File: src/rtl/graphics_pkg.sv
// Graphics command queue types and status layout, shared by the queue, the top level and the testbench
package graphics_pkg;

    // One command or operand byte handed to the graphics core
    typedef logic [7:0] command_byte_t;

    // Entry or credit count, wide enough for a queue of up to 16 entries
    typedef logic [4:0] queue_count_t;

    // Status byte layout at the status address
    //   bit 7     sticky overflow, set when a write hits a full queue
    //   bits 6:5  zero
    //   bits 4:0  free entries
    localparam int STATUS_OVERFLOW_BIT = 7;
    localparam int STATUS_FREE_WIDTH = $bits(queue_count_t);

    // Graphics link
    //   command_valid pulses once per byte and spends one credit
    //   command_credit pulses once per credit returned by the core

endpackage

File: src/rtl/spi_pkg.sv
// SPI byte-bus types and the register map, imported by the peripheral, selector and registers
package spi_pkg;

    // One byte as shifted over the link, in either direction
    typedef logic [7:0] spi_byte_t;

    // Register address, always the first byte of a transaction
    typedef logic [7:0] spi_address_t;

    // Register map
    localparam spi_address_t CHIP_ID_ADDRESS = 8'hDB;
    localparam spi_address_t GRAPHICS_COMMAND_ADDRESS = 8'h12; // Write-only queue input
    localparam spi_address_t GRAPHICS_STATUS_ADDRESS = 8'h13; // Read-only queue status

    // Fixed identity returned from CHIP_ID_ADDRESS
    localparam spi_byte_t CHIP_ID_VALUE = 8'h81;

    // Any address not listed above reads as zero and swallows writes

endpackage
File: src/rtl/spi_bus_if.sv
// Byte bus between the SPI peripheral and the address selector, one side per modport
`timescale 1ns/1ps

interface spi_bus_if;
    import spi_pkg::*;

    // Host to chip
    spi_address_t address;      // Held after the address byte
    logic address_valid;        // One cycle, first byte of a transaction
    spi_byte_t copi;
    logic copi_valid;           // One cycle per later byte

    // Chip to host
    spi_byte_t cipo;
    logic cipo_valid;           // Loads the byte for the next shift-out

    modport peripheral (
        output address,
        output address_valid,
        output copi,
        output copi_valid,
        input cipo,
        input cipo_valid
    );

    modport selector (
        input address,
        input address_valid,
        input copi,
        input copi_valid,
        output cipo,
        output cipo_valid
    );

endinterface

File: src/rtl/top.sv
// Top level of the control FPGA, connecting the SPI link and the graphics command pins
`timescale 1ns/1ps

module top #(
    parameter int QUEUE_DEPTH = 16,
    parameter int DOWNSTREAM_CREDITS = 4
) (
    input logic clock_18MHz_oscillator,
    input logic rst_n,
    input logic spi_select,
    input logic spi_clock,
    input logic spi_data,
    output logic spi_data_out,
    output graphics_pkg::command_byte_t command_data,
    output logic command_valid,
    input logic command_credit
);
    import spi_pkg::*;

    spi_bus_if bus ();

    logic chip_id_enable;
    spi_byte_t chip_id_data;
    logic chip_id_valid;

    logic queue_enable;
    logic status_enable;
    spi_byte_t queue_data;
    logic queue_valid;

    spi_peripheral spi_peripheral (
        .clock_18MHz_oscillator(clock_18MHz_oscillator),
        .rst_n(rst_n),
        .spi_select(spi_select),
        .spi_clock(spi_clock),
        .spi_data(spi_data),
        .spi_data_out(spi_data_out),
        .bus(bus.peripheral)
    );

    spi_subperipheral_selector spi_subperipheral_selector (
        .clock_18MHz_oscillator(clock_18MHz_oscillator),
        .rst_n(rst_n),
        .bus(bus.selector),
        .chip_id_enable(chip_id_enable),
        .chip_id_data(chip_id_data),
        .chip_id_valid(chip_id_valid),
        .queue_enable(queue_enable),
        .status_enable(status_enable),
        .queue_data(queue_data),
        .queue_valid(queue_valid)
    );

    spi_register_chip_id spi_register_chip_id (
        .clock_18MHz_oscillator(clock_18MHz_oscillator),
        .rst_n(rst_n),
        .enable(chip_id_enable),
        .byte_strobe(bus.address_valid | bus.copi_valid),
        .data(chip_id_data),
        .data_valid(chip_id_valid)
    );

    graphics_command_queue #(
        .QUEUE_DEPTH(QUEUE_DEPTH),
        .DOWNSTREAM_CREDITS(DOWNSTREAM_CREDITS)
    ) graphics_command_queue (
        .clock_18MHz_oscillator(clock_18MHz_oscillator),
        .rst_n(rst_n),
        .queue_enable(queue_enable),
        .status_enable(status_enable),
        .copi(bus.copi),
        .copi_valid(bus.copi_valid),
        .address_valid(bus.address_valid),
        .response(queue_data),
        .response_valid(queue_valid),
        .command_data(command_data),
        .command_valid(command_valid),
        .command_credit(command_credit)
    );

endmodule

File: src/rtl/graphics_command_queue.sv
// Command FIFO from the SPI bus to the graphics core, credit flow controlled, with a status register
`timescale 1ns/1ps

module graphics_command_queue #(
    parameter int QUEUE_DEPTH = 16,
    parameter int DOWNSTREAM_CREDITS = 4
) (
    input logic clock_18MHz_oscillator,
    input logic rst_n,
    input logic queue_enable,
    input logic status_enable,
    input spi_pkg::spi_byte_t copi,
    input logic copi_valid,
    input logic address_valid,
    output spi_pkg::spi_byte_t response,
    output logic response_valid,
    output graphics_pkg::command_byte_t command_data,
    output logic command_valid,
    input logic command_credit
);
    import spi_pkg::*;
    import graphics_pkg::*;

    localparam int POINTER_WIDTH = $clog2(QUEUE_DEPTH);

    command_byte_t entries [QUEUE_DEPTH];
    logic [POINTER_WIDTH-1:0] write_pointer;
    logic [POINTER_WIDTH-1:0] read_pointer;

    queue_count_t fill_count;
    queue_count_t free_count;
    queue_count_t credit_count;
    logic overflow;               // Sticky until reset

    logic write_request;
    logic full;
    logic push;
    logic pop;
    logic status_strobe;
    spi_byte_t status_byte;

    assign write_request = queue_enable & copi_valid;
    assign full = fill_count == queue_count_t'(QUEUE_DEPTH);
    assign push = write_request & ~full;
    assign pop = (fill_count != '0) && (credit_count != '0); // Forward only with a credit in hand
    assign free_count = queue_count_t'(QUEUE_DEPTH) - fill_count;

    always_ff @(posedge clock_18MHz_oscillator or negedge rst_n) begin
        if (!rst_n) begin
            write_pointer <= '0;
            read_pointer <= '0;
            fill_count <= '0;
            credit_count <= queue_count_t'(DOWNSTREAM_CREDITS);
            overflow <= 1'b0;
            command_valid <= 1'b0;
        end else begin
            command_valid <= pop;

            if (push) write_pointer <= write_pointer + 1'b1;
            if (pop) read_pointer <= read_pointer + 1'b1;

            case ({push, pop})
                2'b10: fill_count <= fill_count + 1'b1;
                2'b01: fill_count <= fill_count - 1'b1;
                default: fill_count <= fill_count;
            endcase

            // A returned credit and a spent one may land together
            case ({command_credit, pop})
                2'b10: credit_count <= credit_count + 1'b1;
                2'b01: credit_count <= credit_count - 1'b1;
                default: credit_count <= credit_count;
            endcase

            if (write_request && full) overflow <= 1'b1; // Byte dropped
        end
    end

    always_ff @(posedge clock_18MHz_oscillator) begin
        if (push) entries[write_pointer] <= copi;
        if (pop) command_data <= entries[read_pointer];
    end

    // Status register
    assign status_strobe = status_enable & (address_valid | copi_valid);

    always_comb begin
        status_byte = '0;
        status_byte[STATUS_OVERFLOW_BIT] = overflow;
        status_byte[STATUS_FREE_WIDTH-1:0] = free_count;
    end

    always_ff @(posedge clock_18MHz_oscillator or negedge rst_n) begin
        if (!rst_n) begin
            response_valid <= 1'b0;
        end else begin
            response_valid <= status_strobe;
        end
    end

    always_ff @(posedge clock_18MHz_oscillator) begin
        if (status_strobe) response <= status_byte; // Snapshot at the strobe
    end

endmodule

File: src/rtl/spi_register_chip_id.sv
// Read-only chip identity register on the SPI byte bus
`timescale 1ns/1ps

module spi_register_chip_id (
    input logic clock_18MHz_oscillator,
    input logic rst_n,
    input logic enable,
    input logic byte_strobe,
    output spi_pkg::spi_byte_t data,
    output logic data_valid
);
    import spi_pkg::*;

    always_ff @(posedge clock_18MHz_oscillator or negedge rst_n) begin
        if (!rst_n) begin
            data_valid <= 1'b0;
        end else begin
            data_valid <= enable & byte_strobe; // One pulse per strobe
        end
    end

    // Identity byte loaded alongside each answer
    always_ff @(posedge clock_18MHz_oscillator) begin
        if (enable && byte_strobe) data <= CHIP_ID_VALUE;
    end

endmodule

File: src/rtl/spi_subperipheral_selector.sv
// Address decoder that enables one peer register and routes its answer back to the peripheral
`timescale 1ns/1ps

module spi_subperipheral_selector (
    input logic clock_18MHz_oscillator,
    input logic rst_n,
    spi_bus_if.selector bus,
    output logic chip_id_enable,
    input spi_pkg::spi_byte_t chip_id_data,
    input logic chip_id_valid,
    output logic queue_enable,
    output logic status_enable,
    input spi_pkg::spi_byte_t queue_data,
    input logic queue_valid
);
    import spi_pkg::*;

    spi_address_t address_q;      // Address of the open transaction
    spi_address_t active_address;
    logic unmapped;
    logic unmapped_valid;         // Zero answer for unknown addresses

    // New address takes effect in its own strobe cycle so peers can answer in time
    assign active_address = bus.address_valid ? bus.address : address_q;

    assign chip_id_enable = active_address == CHIP_ID_ADDRESS;
    assign queue_enable = active_address == GRAPHICS_COMMAND_ADDRESS;
    assign status_enable = active_address == GRAPHICS_STATUS_ADDRESS;
    assign unmapped = ~(chip_id_enable | queue_enable | status_enable);

    always_ff @(posedge clock_18MHz_oscillator or negedge rst_n) begin
        if (!rst_n) begin
            address_q <= '0;
            unmapped_valid <= 1'b0;
        end else begin
            if (bus.address_valid) address_q <= bus.address;
            unmapped_valid <= unmapped & (bus.address_valid | bus.copi_valid);
        end
    end

    // Response mux
    always_comb begin
        if (chip_id_enable) begin
            bus.cipo = chip_id_data;
            bus.cipo_valid = chip_id_valid;
        end else if (queue_enable || status_enable) begin
            bus.cipo = queue_data;
            bus.cipo_valid = queue_valid;
        end else begin
            bus.cipo = '0;
            bus.cipo_valid = unmapped_valid;
        end
    end

endmodule

File: src/rtl/spi_peripheral.sv
// SPI mode 0 peripheral: synchronizes the pins and turns the link into address and data strobes
`timescale 1ns/1ps

module spi_peripheral (
    input logic clock_18MHz_oscillator,
    input logic rst_n,
    input logic spi_select,
    input logic spi_clock,
    input logic spi_data,
    output logic spi_data_out,
    spi_bus_if.peripheral bus
);
    import spi_pkg::*;

    typedef enum logic [1:0] {
        STATE_IDLE,
        STATE_ADDRESS,
        STATE_DATA
    } spi_state_t;

    spi_state_t state;

    // Two-flop synchronizers for the pins
    logic [1:0] select_sync;
    logic [1:0] clock_sync;
    logic [1:0] data_sync;
    logic clock_last;          // Previous synchronized SPI clock

    logic select_active;
    logic spi_rise;
    logic spi_fall;

    logic [2:0] bit_count;     // Rising edges seen in the current byte
    spi_byte_t rx_shift;
    spi_byte_t rx_byte;
    spi_byte_t tx_shift;

    always_ff @(posedge clock_18MHz_oscillator or negedge rst_n) begin
        if (!rst_n) begin
            select_sync <= 2'b11;  // Deselected
            clock_sync <= 2'b00;
            data_sync <= 2'b00;
            clock_last <= 1'b0;
        end else begin
            select_sync <= {select_sync[0], spi_select};
            clock_sync <= {clock_sync[0], spi_clock};
            data_sync <= {data_sync[0], spi_data};
            clock_last <= clock_sync[1];
        end
    end

    assign select_active = ~select_sync[1];
    assign spi_rise = clock_sync[1] & ~clock_last;
    assign spi_fall = ~clock_sync[1] & clock_last;

    // Byte as it stands once the current bit is shifted in
    assign rx_byte = {rx_shift[6:0], data_sync[1]};

    always_ff @(posedge clock_18MHz_oscillator or negedge rst_n) begin
        if (!rst_n) begin
            state <= STATE_IDLE;
            bit_count <= '0;
            rx_shift <= '0;
            tx_shift <= '0;
            bus.address <= '0;
            bus.address_valid <= 1'b0;
            bus.copi <= '0;
            bus.copi_valid <= 1'b0;
        end else begin
            bus.address_valid <= 1'b0;
            bus.copi_valid <= 1'b0;

            if (!select_active) begin
                state <= STATE_IDLE;
                bit_count <= '0;
                tx_shift <= '0;
            end else begin
                if (state == STATE_IDLE) state <= STATE_ADDRESS;

                // Sample COPI on rising edges
                if (spi_rise) begin
                    rx_shift <= rx_byte;
                    bit_count <= bit_count + 3'd1;

                    if (bit_count == 3'd7) begin
                        if (state == STATE_DATA) begin
                            bus.copi <= rx_byte;
                            bus.copi_valid <= 1'b1;
                        end else begin
                            bus.address <= rx_byte;
                            bus.address_valid <= 1'b1;
                            state <= STATE_DATA;
                        end
                        tx_shift <= '0; // Sent as zero unless a peer answers
                    end
                end

                // Falling edge that closes a byte keeps the next MSB on the line
                if (spi_fall && bit_count != 3'd0) begin
                    tx_shift <= {tx_shift[6:0], 1'b0};
                end

                if (bus.cipo_valid) tx_shift <= bus.cipo;
            end
        end
    end

    assign spi_data_out = tx_shift[7];

endmodule

File: config.mk
export PLATFORM = sky130hd
export DESIGN_NAME = top
export DESIGN_NICKNAME = d
export VERILOG_FILES = /design/src/rtl/graphics_pkg.sv /design/src/rtl/spi_pkg.sv /design/src/rtl/spi_bus_if.sv /design/src/rtl/top.sv /design/src/rtl/graphics_command_queue.sv /design/src/rtl/spi_register_chip_id.sv /design/src/rtl/spi_subperipheral_selector.sv /design/src/rtl/spi_peripheral.sv
export SDC_FILE = /design/constraint.sdc
export NUM_CORES = 1
export LEC_CHECK = 0
export BUFFER_PORTS_ARGS = -buffer_cell sky130_fd_sc_hd__buf_2
export CAP_MARGIN = 20
export CELL_PAD_IN_SITES_DETAIL_PLACEMENT = 1
export CELL_PAD_IN_SITES_GLOBAL_PLACEMENT = 2
export CORE_UTILIZATION = 40
export CTS_CLUSTER_DIAMETER = 40
export DETAILED_ROUTE_END_ITERATION = 12
export PLACE_DENSITY_LB_ADDON = 0.1
export SLEW_MARGIN = 20
export SYNTH_ARGS = -nofsm -noshare
export SYNTH_HDL_FRONTEND = slang
export SYNTH_HIERARCHICAL = 1
export SYNTH_SLANG_ARGS = --single-unit
File: constraint.sdc
create_clock -name clock_18MHz_oscillator -period 3.97 [get_ports clock_18MHz_oscillator]
set_input_delay 0.5955 -clock clock_18MHz_oscillator [delete_from_list [all_inputs] [get_ports clock_18MHz_oscillator]]
set_output_delay 0.5955 -clock clock_18MHz_oscillator [all_outputs]
set_load 0.005 [all_outputs]
==> results.sh, run 1 <==
export IMPL_outcome="finished, final reports clean"
export IMPL_drive_above_1_share_pct=26.9
export IMPL_clkLatencyLatePin_ns=0.50
export IMPL_crit_end="graphics_command_queue/fill_count[4]"
export IMPL_dp_hpwl_mm=11.6
export IMPL_critPathArrivalTime_ns=3.67
export IMPL_clockBufferDepth=3
export IMPL_first_iter_violations=207
export IMPL_power_density_nw_per_um2=554
export IMPL_dr_pass1_iters=6
export IMPL_r2r_end="graphics_command_queue/fill_count[4]"
export IMPL_rr_worst_depth=13
export IMPL_drt_total_wl_mm=18.3
export IMPL_finalSetupTns_ns=0
export IMPL_synthCells=535
export IMPL_synth_ff_type="edfxtp_1"
export IMPL_cp_start_kind="register"
export IMPL_cts_setup_buffers=0
export IMPL_final_hold_violation_count=0
export IMPL_die_y_um=153
export IMPL_grt_max_degree=45
export IMPL_fin_total_pwr_mw=5.96
export IMPL_m1WireLength_mm=7.77
export IMPL_synth_edf_count=142
export IMPL_avgSynthCellArea_um2=17.0
export IMPL_wl_met3_um=646
export IMPL_critical_path_cell_chain="or4_1 -> o22a_1 -> nor3_1 -> nand2_1 -> nor2_1 -> inv_1 -> ha_1 -> xor2_1 -> ha_1 -> a21oi_1 -> a2bb2oi_1 -> a311oi_1 -> xnor2_1"
export IMPL_core_area_um2=22000
export IMPL_cp_slowest_stage_delay_ns=0.53
export IMPL_yosysMostFrequentCell="edfxtp_1"
export IMPL_skew_ns=0.0196
export IMPL_gr_usage_all_layers_pct=16.7
export IMPL_synth_compound_area_share_pct=5.23
export IMPL_htree_levels=2
export IMPL_synth_warnings=6
export IMPL_finalCriticalPeriod_ns=3.26
export IMPL_synth_distinct_cells=62
export IMPL_hold_buffers=0
export IMPL_leakage_nw=4.36
export IMPL_synthXorXnorAreaFrac_pct=2.22
export IMPL_cts_root_buf="clkbuf_16"
export IMPL_rows=54
export IMPL_worst_path_most_repeated_cell="ha_1"
export IMPL_worst_pin_slew_ns=0.889
export IMPL_wire_per_inst_um=20.5
export IMPL_drc_errors=0
export IMPL_dieArea_um2=23300
export IMPL_place_congestion=0.680
export IMPL_ys_top_cells_by_count="edfxtp_1, dfrtp_1, mux2_2"
export IMPL_area_delta_synth_final_pct=18.4
export IMPL_top_layer="met4"
export IMPL_synth_top_family_by_area="multiplexers"
export IMPL_ir_drop_mv=0.339
export IMPL_crit_slowest_cell="or4_1"
export IMPL_muxShareOfSynthArea_pct=12.6
export IMPL_nets=608
export IMPL_yosysTopAreaCellShare_pct=46.9
export IMPL_seq_area_frac_synth_pct=67.9
export IMPL_wl_met2_mm=9.45
export IMPL_end_kind="register"
export IMPL_synth_top_area_cell="edfxtp_1"
export IMPL_period_share_pct=82.1
export IMPL_gr_total_overflow=0
export IMPL_synth_area_leaders="edfxtp_1, dfrtp_1, mux4_2"
export IMPL_fmax_mhz=307
export IMPL_r2r_slack_ns=0.71
export IMPL_synthSimpleGateAreaFrac_pct=6.27
export IMPL_timing_rr_start="spi_peripheral/bus.address_valid"
export IMPL_crit_fanout=9
export IMPL_antenna_found_initial=0
export IMPL_startpoint="spi_peripheral/bus.address_valid"
export IMPL_grt_pass1_vias=5195
export IMPL_grt_first_pass_wirelength_mm=29.7
export IMPL_synthesis_area_um2=9090
export IMPL_viasPerCell=5.26
export IMPL_cts_resized=0
export IMPL_numCtsBuffers=36
export IMPL_floorplan_initialDensity_pct=41.3
export IMPL_fp_dieW_um=153
export IMPL_vias=4701
export IMPL_ios=16
export IMPL_slew_viol_final=0
export IMPL_path_clk_slew_ns=0.05
export IMPL_cap_violations=0
export IMPL_hold_path_class="in -> async"
export IMPL_clock_sinks=218
export IMPL_criticalPathCategory="reg -> reg"
export IMPL_maxSlewHeadroom_pct=40.5
export IMPL_tritoncts="done"
export IMPL_synth_async_sr_flop_share_pct=34.9
export IMPL_antenna_cells=0
export IMPL_finalSetupViolCount=0
export IMPL_required_ns=4.38
export IMPL_numPortBuffers=15
export IMPL_ys_ff_latch=218
export IMPL_rsz0062_at_grt="false"
export IMPL_drtAntennaViolNets=0
export IMPL_synth_adder_area_share_pct=2.34
[cells by family (layout without fill, tap and decap cells)]
logic type / count (synthesis) / after routing
muxes: 66 / 66
adders and majority gates: 17 / 17
DFF: 218 / 218
xor gates and xnor gates: 23 / 23
other: 3 / 10
AOI/OAI and AO/OA: 60 / 60
buffers and inverters: 47 / 118
and+or+nand+nor: 101 / 101
[worst min-delay path by stage]
stage | from | endpoint | slack (ns) | cells after the start
CTS | rst_n | graphics_command_queue/read_pointer[2] | 0.11 | 1
detailed placement | spi_peripheral/data_sync[0] | spi_peripheral/data_sync[1] | 0.34 | 0
global placement | spi_peripheral/clock_sync[0] | spi_peripheral/clock_sync[1] | 0.33 | 0
global route | rst_n | graphics_command_queue/read_pointer[2] | 0.13 | 1
floorplan | rst_n | graphics_command_queue/command_valid | 0.30 | 0
finish | rst_n | graphics_command_queue/read_pointer[2] | 0.09 | 1
[metal layers]
metal	vias up	global-route usage [%]
met3	38	3.27
li1	2151	-
met4	0	6.40
met2	66	29.5
met1	2446	20.3
met5	-	0
[stage by stage]
step           util [%]  std cells  setup slack [ns]  hold WS (ns)  area (µm²)
2_1_floorplan         -        542             0.536         0.300        9110
3_3_place_gp       43.0        827             0.767         0.333        9470
3_5_place_dp       43.0        827             0.719         0.338        9470
4_1_cts            48.8        893             0.694         0.109       10800
5_1_grt            48.8        893             0.492         0.134       10800
6_report           48.8        893             0.709        0.0892       10800
[state kept, by name, indices dropped and copies added (netlist names), 5 cells and up]
name,count
graphics_command_queue/fill_count,5
graphics_command_queue/command_data,8
spi_peripheral/bus.address,8
spi_peripheral/tx_shift,8
spi_subperipheral_selector/address_q,8
spi_peripheral/bus.copi,8
graphics_command_queue/response,6
spi_peripheral/rx_shift,7
graphics_command_queue/entries,128
graphics_command_queue/credit_count,5
[worst max-delay path, delay by kind of cell, from the launching register on]
| family | cells | cell delay [ns] |
|---|---|---|
| adder cells (fa/ha/maj) | 2 | 0.54 |
| flip-flops | 1 | 0.43 |
| XOR/XNOR | 2 | 0.34 |
| AND/OR/NAND/NOR | 4 | 1.01 |
| AO/OA/AOI/OAI | 4 | 0.80 |
| buffers and inverters | 1 | 0.08 |
[report_power, final]
group | total, mW | internal [mW] | switching [mW]
combinational | 0.139 | 0.0726 | 0.0666
clock | 3.27 | 2.19 | 1.08
sequential | 2.55 | 2.47 | 0.0797
[placed cells by master (no fill, tap or decap), drive strengths merged, types with 6 or more instances in the layout]
cell type / netlist / layout
inv: 14 / 19
conb: 3 / 10
nand2: 20 / 20
edfxtp: 142 / 142
nand2b: 7 / 7
mux2: 32 / 32
a221o: 6 / 6
clkinv: 1 / 7
xnor2: 12 / 12
a21oi: 9 / 9
clkbuf: 7 / 43
and2: 10 / 10
ha: 17 / 17
a22o: 8 / 8
a22oi: 17 / 17
bufinv: 0 / 7
mux4: 32 / 32
nor3: 8 / 8
xor2: 11 / 11
buf: 22 / 37
nor2: 27 / 27
dfrtp: 73 / 73
[cell type report]
| class | instances | area (µm²) |
|---|---|---|
| Clock inverter | 23 | 328 |
| Fill cell | 2084 | 11300 |
| Sequential cell | 218 | 6170 |
| Timing Repair Buffer | 37 | 243 |
| Clock buffer | 43 | 958 |
| Inverter | 15 | 57.6 |
| Tap cell | 280 | 350 |
| Multi-Input combinational cell | 277 | 2650 |
Note: power is estimated with default switching activity, not from simulation.
==> run 2, diff against run 1 <==
--- a/config.mk
+++ b/config.mk
@@ -5,11 +5,12 @@
 export SDC_FILE = /design/constraint.sdc
 export NUM_CORES = 1
 export LEC_CHECK = 0
+export ABC_AREA = 1
 export BUFFER_PORTS_ARGS = -buffer_cell sky130_fd_sc_hd__buf_2
 export CAP_MARGIN = 20
 export CELL_PAD_IN_SITES_DETAIL_PLACEMENT = 1
 export CELL_PAD_IN_SITES_GLOBAL_PLACEMENT = 2
-export CORE_UTILIZATION = 40
+export CORE_UTILIZATION = 37
 export CTS_CLUSTER_DIAMETER = 40
 export DETAILED_ROUTE_END_ITERATION = 12
 export PLACE_DENSITY_LB_ADDON = 0.1
==> constraint.sdc (replaced) <==
create_clock -name clock_18MHz_oscillator -period 2.8 [get_ports clock_18MHz_oscillator]
set_input_delay 0.42 -clock clock_18MHz_oscillator [delete_from_list [all_inputs] [get_ports clock_18MHz_oscillator]]
set_output_delay 0.42 -clock clock_18MHz_oscillator [all_outputs]
set_load 0.005 [all_outputs]
==> run 2 against run 1 <==
First-iteration DRC count increased by 38%. Die area rose by 15%. Synthesized cell count is 78% higher. Wire length increased by 29%. Final cell count increased by 54%. Via count up 42%. Sequential share of layout area decreased by 4.3 points. Critical path type unchanged. Largest cell class unchanged. Highest routed layer unchanged.
==> results.sh, run 2 <==
export IMPL_outcome="finished, final reports clean"
export IMPL_ios=16
export IMPL_internal_power_mw=6.84
export IMPL_slew_viol_final=0
export IMPL_synth_edf_count=142
export IMPL_synth_area_leaders="edfxtp_1, dfrtp_1, nand2_1"
export IMPL_place_congestion=0.778
export IMPL_area_delta_synth_final_pct=20.4
export IMPL_numPortBuffers=15
export IMPL_finalSetupViolCount=0
export IMPL_rsz0062_at_grt="true"
export IMPL_finalSetupTns_ns=0
export IMPL_synthesis_area_um2=9650
export IMPL_cp_start_kind="register"
export IMPL_vias=6674
export IMPL_skew_ns=0.0172
export IMPL_crit_fanout=7
export IMPL_ir_drop_mv=0.757
export IMPL_final_cell_mix="nand2_1, nor2_1, edfxtp_1"
export IMPL_wire_per_inst_um=17.2
export IMPL_core_area_um2=25400
export IMPL_power_density_nw_per_um2=748
export IMPL_criticalPathCategory="reg -> reg"
export IMPL_end_kind="register"
export IMPL_multi_input_area_um2=2950
export IMPL_largest_reg_flops=128
export IMPL_leakage_nw=5.13
export IMPL_period_share_pct=94.2
export IMPL_hold_path_class="in -> reg"
export IMPL_top_register="graphics_command_queue/entries"
export IMPL_grt_first_pass_wirelength_mm=37.8
export IMPL_dp_hpwl_mm=15.1
export IMPL_synth_async_sr_flop_share_pct=34.9
export IMPL_drive_above_1_share_pct=16.5
export IMPL_worst_pin_slew_ns=0.799
export IMPL_ys_top_cells_by_count="nand2_1, nor2_1, edfxtp_1"
export IMPL_drtAntennaViolNets=0
export IMPL_cts_root_buf="clkbuf_16"
export IMPL_nets=1034
export IMPL_n_fill_cell=2805
export IMPL_required_ns=3.19
export IMPL_ys_ff_latch=218
export IMPL_pwr_share_comb_pct=2.9
export IMPL_numCtsBuffers=39
export IMPL_p_seq_share_pct=40.9
export IMPL_antenna_cells=0
export IMPL_gr_total_overflow=0
export IMPL_first_iter_violations=286
export IMPL_synth_warnings=6
export IMPL_seq_area_frac_synth_pct=63.9
export IMPL_viasPerCell=4.87
export IMPL_path_clk_slew_ns=0.05
export IMPL_yosysMostFrequentCell="nand2_1"
export IMPL_tritoncts="done"
export IMPL_htree_levels=2
export IMPL_fp_dieW_um=163
export IMPL_critPathArrivalTime_ns=3.03
export IMPL_clock_sinks=218
export IMPL_die_y_um=163
export IMPL_synthCells=954
export IMPL_synth_ff_type="edfxtp_1"
export IMPL_dieArea_um2=26700
export IMPL_antenna_found_initial=0
export IMPL_final_util_pct=45.7
export IMPL_cp_slowest_stage_delay_ns=0.41
export IMPL_gr_usage_all_layers_pct=18.6
export IMPL_synth_top_area_cell="edfxtp_1"
export IMPL_mostFrequentLayoutCell="nand2_1"
export IMPL_final_hold_violation_count=0
export IMPL_fmax_mhz=379
export IMPL_clkPwrFrac_pct=56.1
export IMPL_cap_violations=0
export IMPL_avgSynthCellArea_um2=10.1
export IMPL_grt_max_degree=73
export IMPL_clkLatencyLatePin_ns=0.50
export IMPL_synth_distinct_cells=35
export IMPL_critical_path_cell_chain="clkbuf_4 -> clkinvlp_4 -> nand2_1 -> nand2_1 -> nand2_2 -> nor2_2 -> nand2_2 -> inv_2 -> nand2_1 -> nor2_2 -> inv_2 -> ha_4 -> nand2_1 -> inv_1 -> nor2_2 -> ha_1 -> inv_1 -> nand2_2 -> nand3_2 -> nand2_2 -> nand2_1 -> nand3_1 -> nand2_1"
export IMPL_drc_errors=0
export IMPL_rows=58
export IMPL_finalCriticalPeriod_ns=2.64
export IMPL_floorplan_initialDensity_pct=38.0
export IMPL_drt_total_wl_mm=23.6
export IMPL_seqCellArea_um2=6170
export IMPL_maxSlewHeadroom_pct=46.6
export IMPL_p_sw_mw=1.85
export IMPL_clockBufferDepth=3
export IMPL_yosysTopAreaCellShare_pct=44.2
export IMPL_dr_pass1_iters=4
export IMPL_grt_pass1_vias=7051
export IMPL_worst_path_most_repeated_cell="nand2_1"
export IMPL_swShare_pct=21.3
export IMPL_crit_slowest_cell="dfrtp_2"
==> run 2: layer usage <==
layer / track usage [%] / part of all wire [%] / vias up
met5: 0 / 0 / -
met4: 5.01 / 1.8 / 0
met3: 3.07 / 3.0 / 45
met2: 34.6 / 53 / 89
met1: 21.8 / 42 / 3289
li1: - / - / 3251
==> run 2: worst paths after layout <==
| check | depth (start not counted) | from | slack, ns | end |
|---|---|---|---|---|
| min reg2reg | 0 | spi_peripheral/clock_sync[0] | 0.35 | spi_peripheral/clock_sync[1] |
| min | 1 | spi_select | 0.03 | spi_peripheral/select_sync[0] |
| max reg2reg | 23 | spi_peripheral/bus.address_valid | 0.16 | graphics_command_queue/fill_count[4] |
| max in group asynchronous | 3 | rst_n | 1.68 | spi_peripheral/tx_shift[2] |
| max | 23 | spi_peripheral/bus.address_valid | 0.16 | graphics_command_queue/fill_count[4] |
| min in group asynchronous | 2 | rst_n | 0.48 | spi_peripheral/bus.copi[3] |
==> run 2: cell type report <==
class | instances | share of cell area [%]
Tap cell | 330 | 3.55
Inverter | 85 | 2.79
Clock inverter | 21 | 2.32
Multi-Input combinational cell | 615 | 25.4
Clock buffer | 50 | 9.46
Timing Repair Buffer | 51 | 3.34
Sequential cell | 218 | 53.1
Timing Repair inverter | 1 | 0.0646
==> run 2: power by group through the flow <==
stage,sequential (mW),clock (mW),combinational [mW]
3_3_place_gp,3.61,0,0.237
3_5_place_dp,3.62,0,0.256
2_1_floorplan,3.59,0,0.183
6_report,3.56,4.88,0.255
5_1_grt,3.57,5.10,0.298
4_1_cts,3.56,4.98,0.258
==> run 2: repair_timing <==
action / CTS / global route
setup endpoints to repair: 2 / 5
gates resized for setup: 3 / 17
pin swaps: 0 / 1
hold buffers: 1 / 0
gates cloned: 0 / 1
buffers inserted: 1 / 5
endpoints found under the hold margin: 37 / 0
==> run 2: stage by stage <==
step	cell area, µm²	total power [mW]	hold WS, ns	cells	setup slack (ns)
after global placement	10100	3.85	0.334	1292	0.0253
after global routing	11600	8.97	0.00723	1371	-0.0732
after floorplan	9670	3.77	0.124	961	0.183
after CTS	11500	8.79	0.00315	1365	0.0375
final	11600	8.69	0.0279	1371	0.162
after detailed placement	10100	3.87	0.340	1292	-0.160
==> run 2: kinds of logic (layout without fill, tap and decap cells) <==
group	count (synthesis)	count (layout)	synth area share, %
XOR/XNOR	13	13	1.18
AND/OR/NAND/NOR	481	481	21.1
AO/OA/AOI/OAI	94	94	5.11
other	3	10	0.117
buffers and inverters	128	208	6.30
flip-flops	218	218	63.9
adder cells (fa/ha/maj)	17	17	2.20
==> run 2: worst max-delay path, delay by kind of cell, from the launching register on <==
kind                       cells  cell delay (ns)
adders and majority gates      2             0.34
buffers and inverters          6             0.51
DFF                            1             0.41
and+or+nand+nor               15             1.27
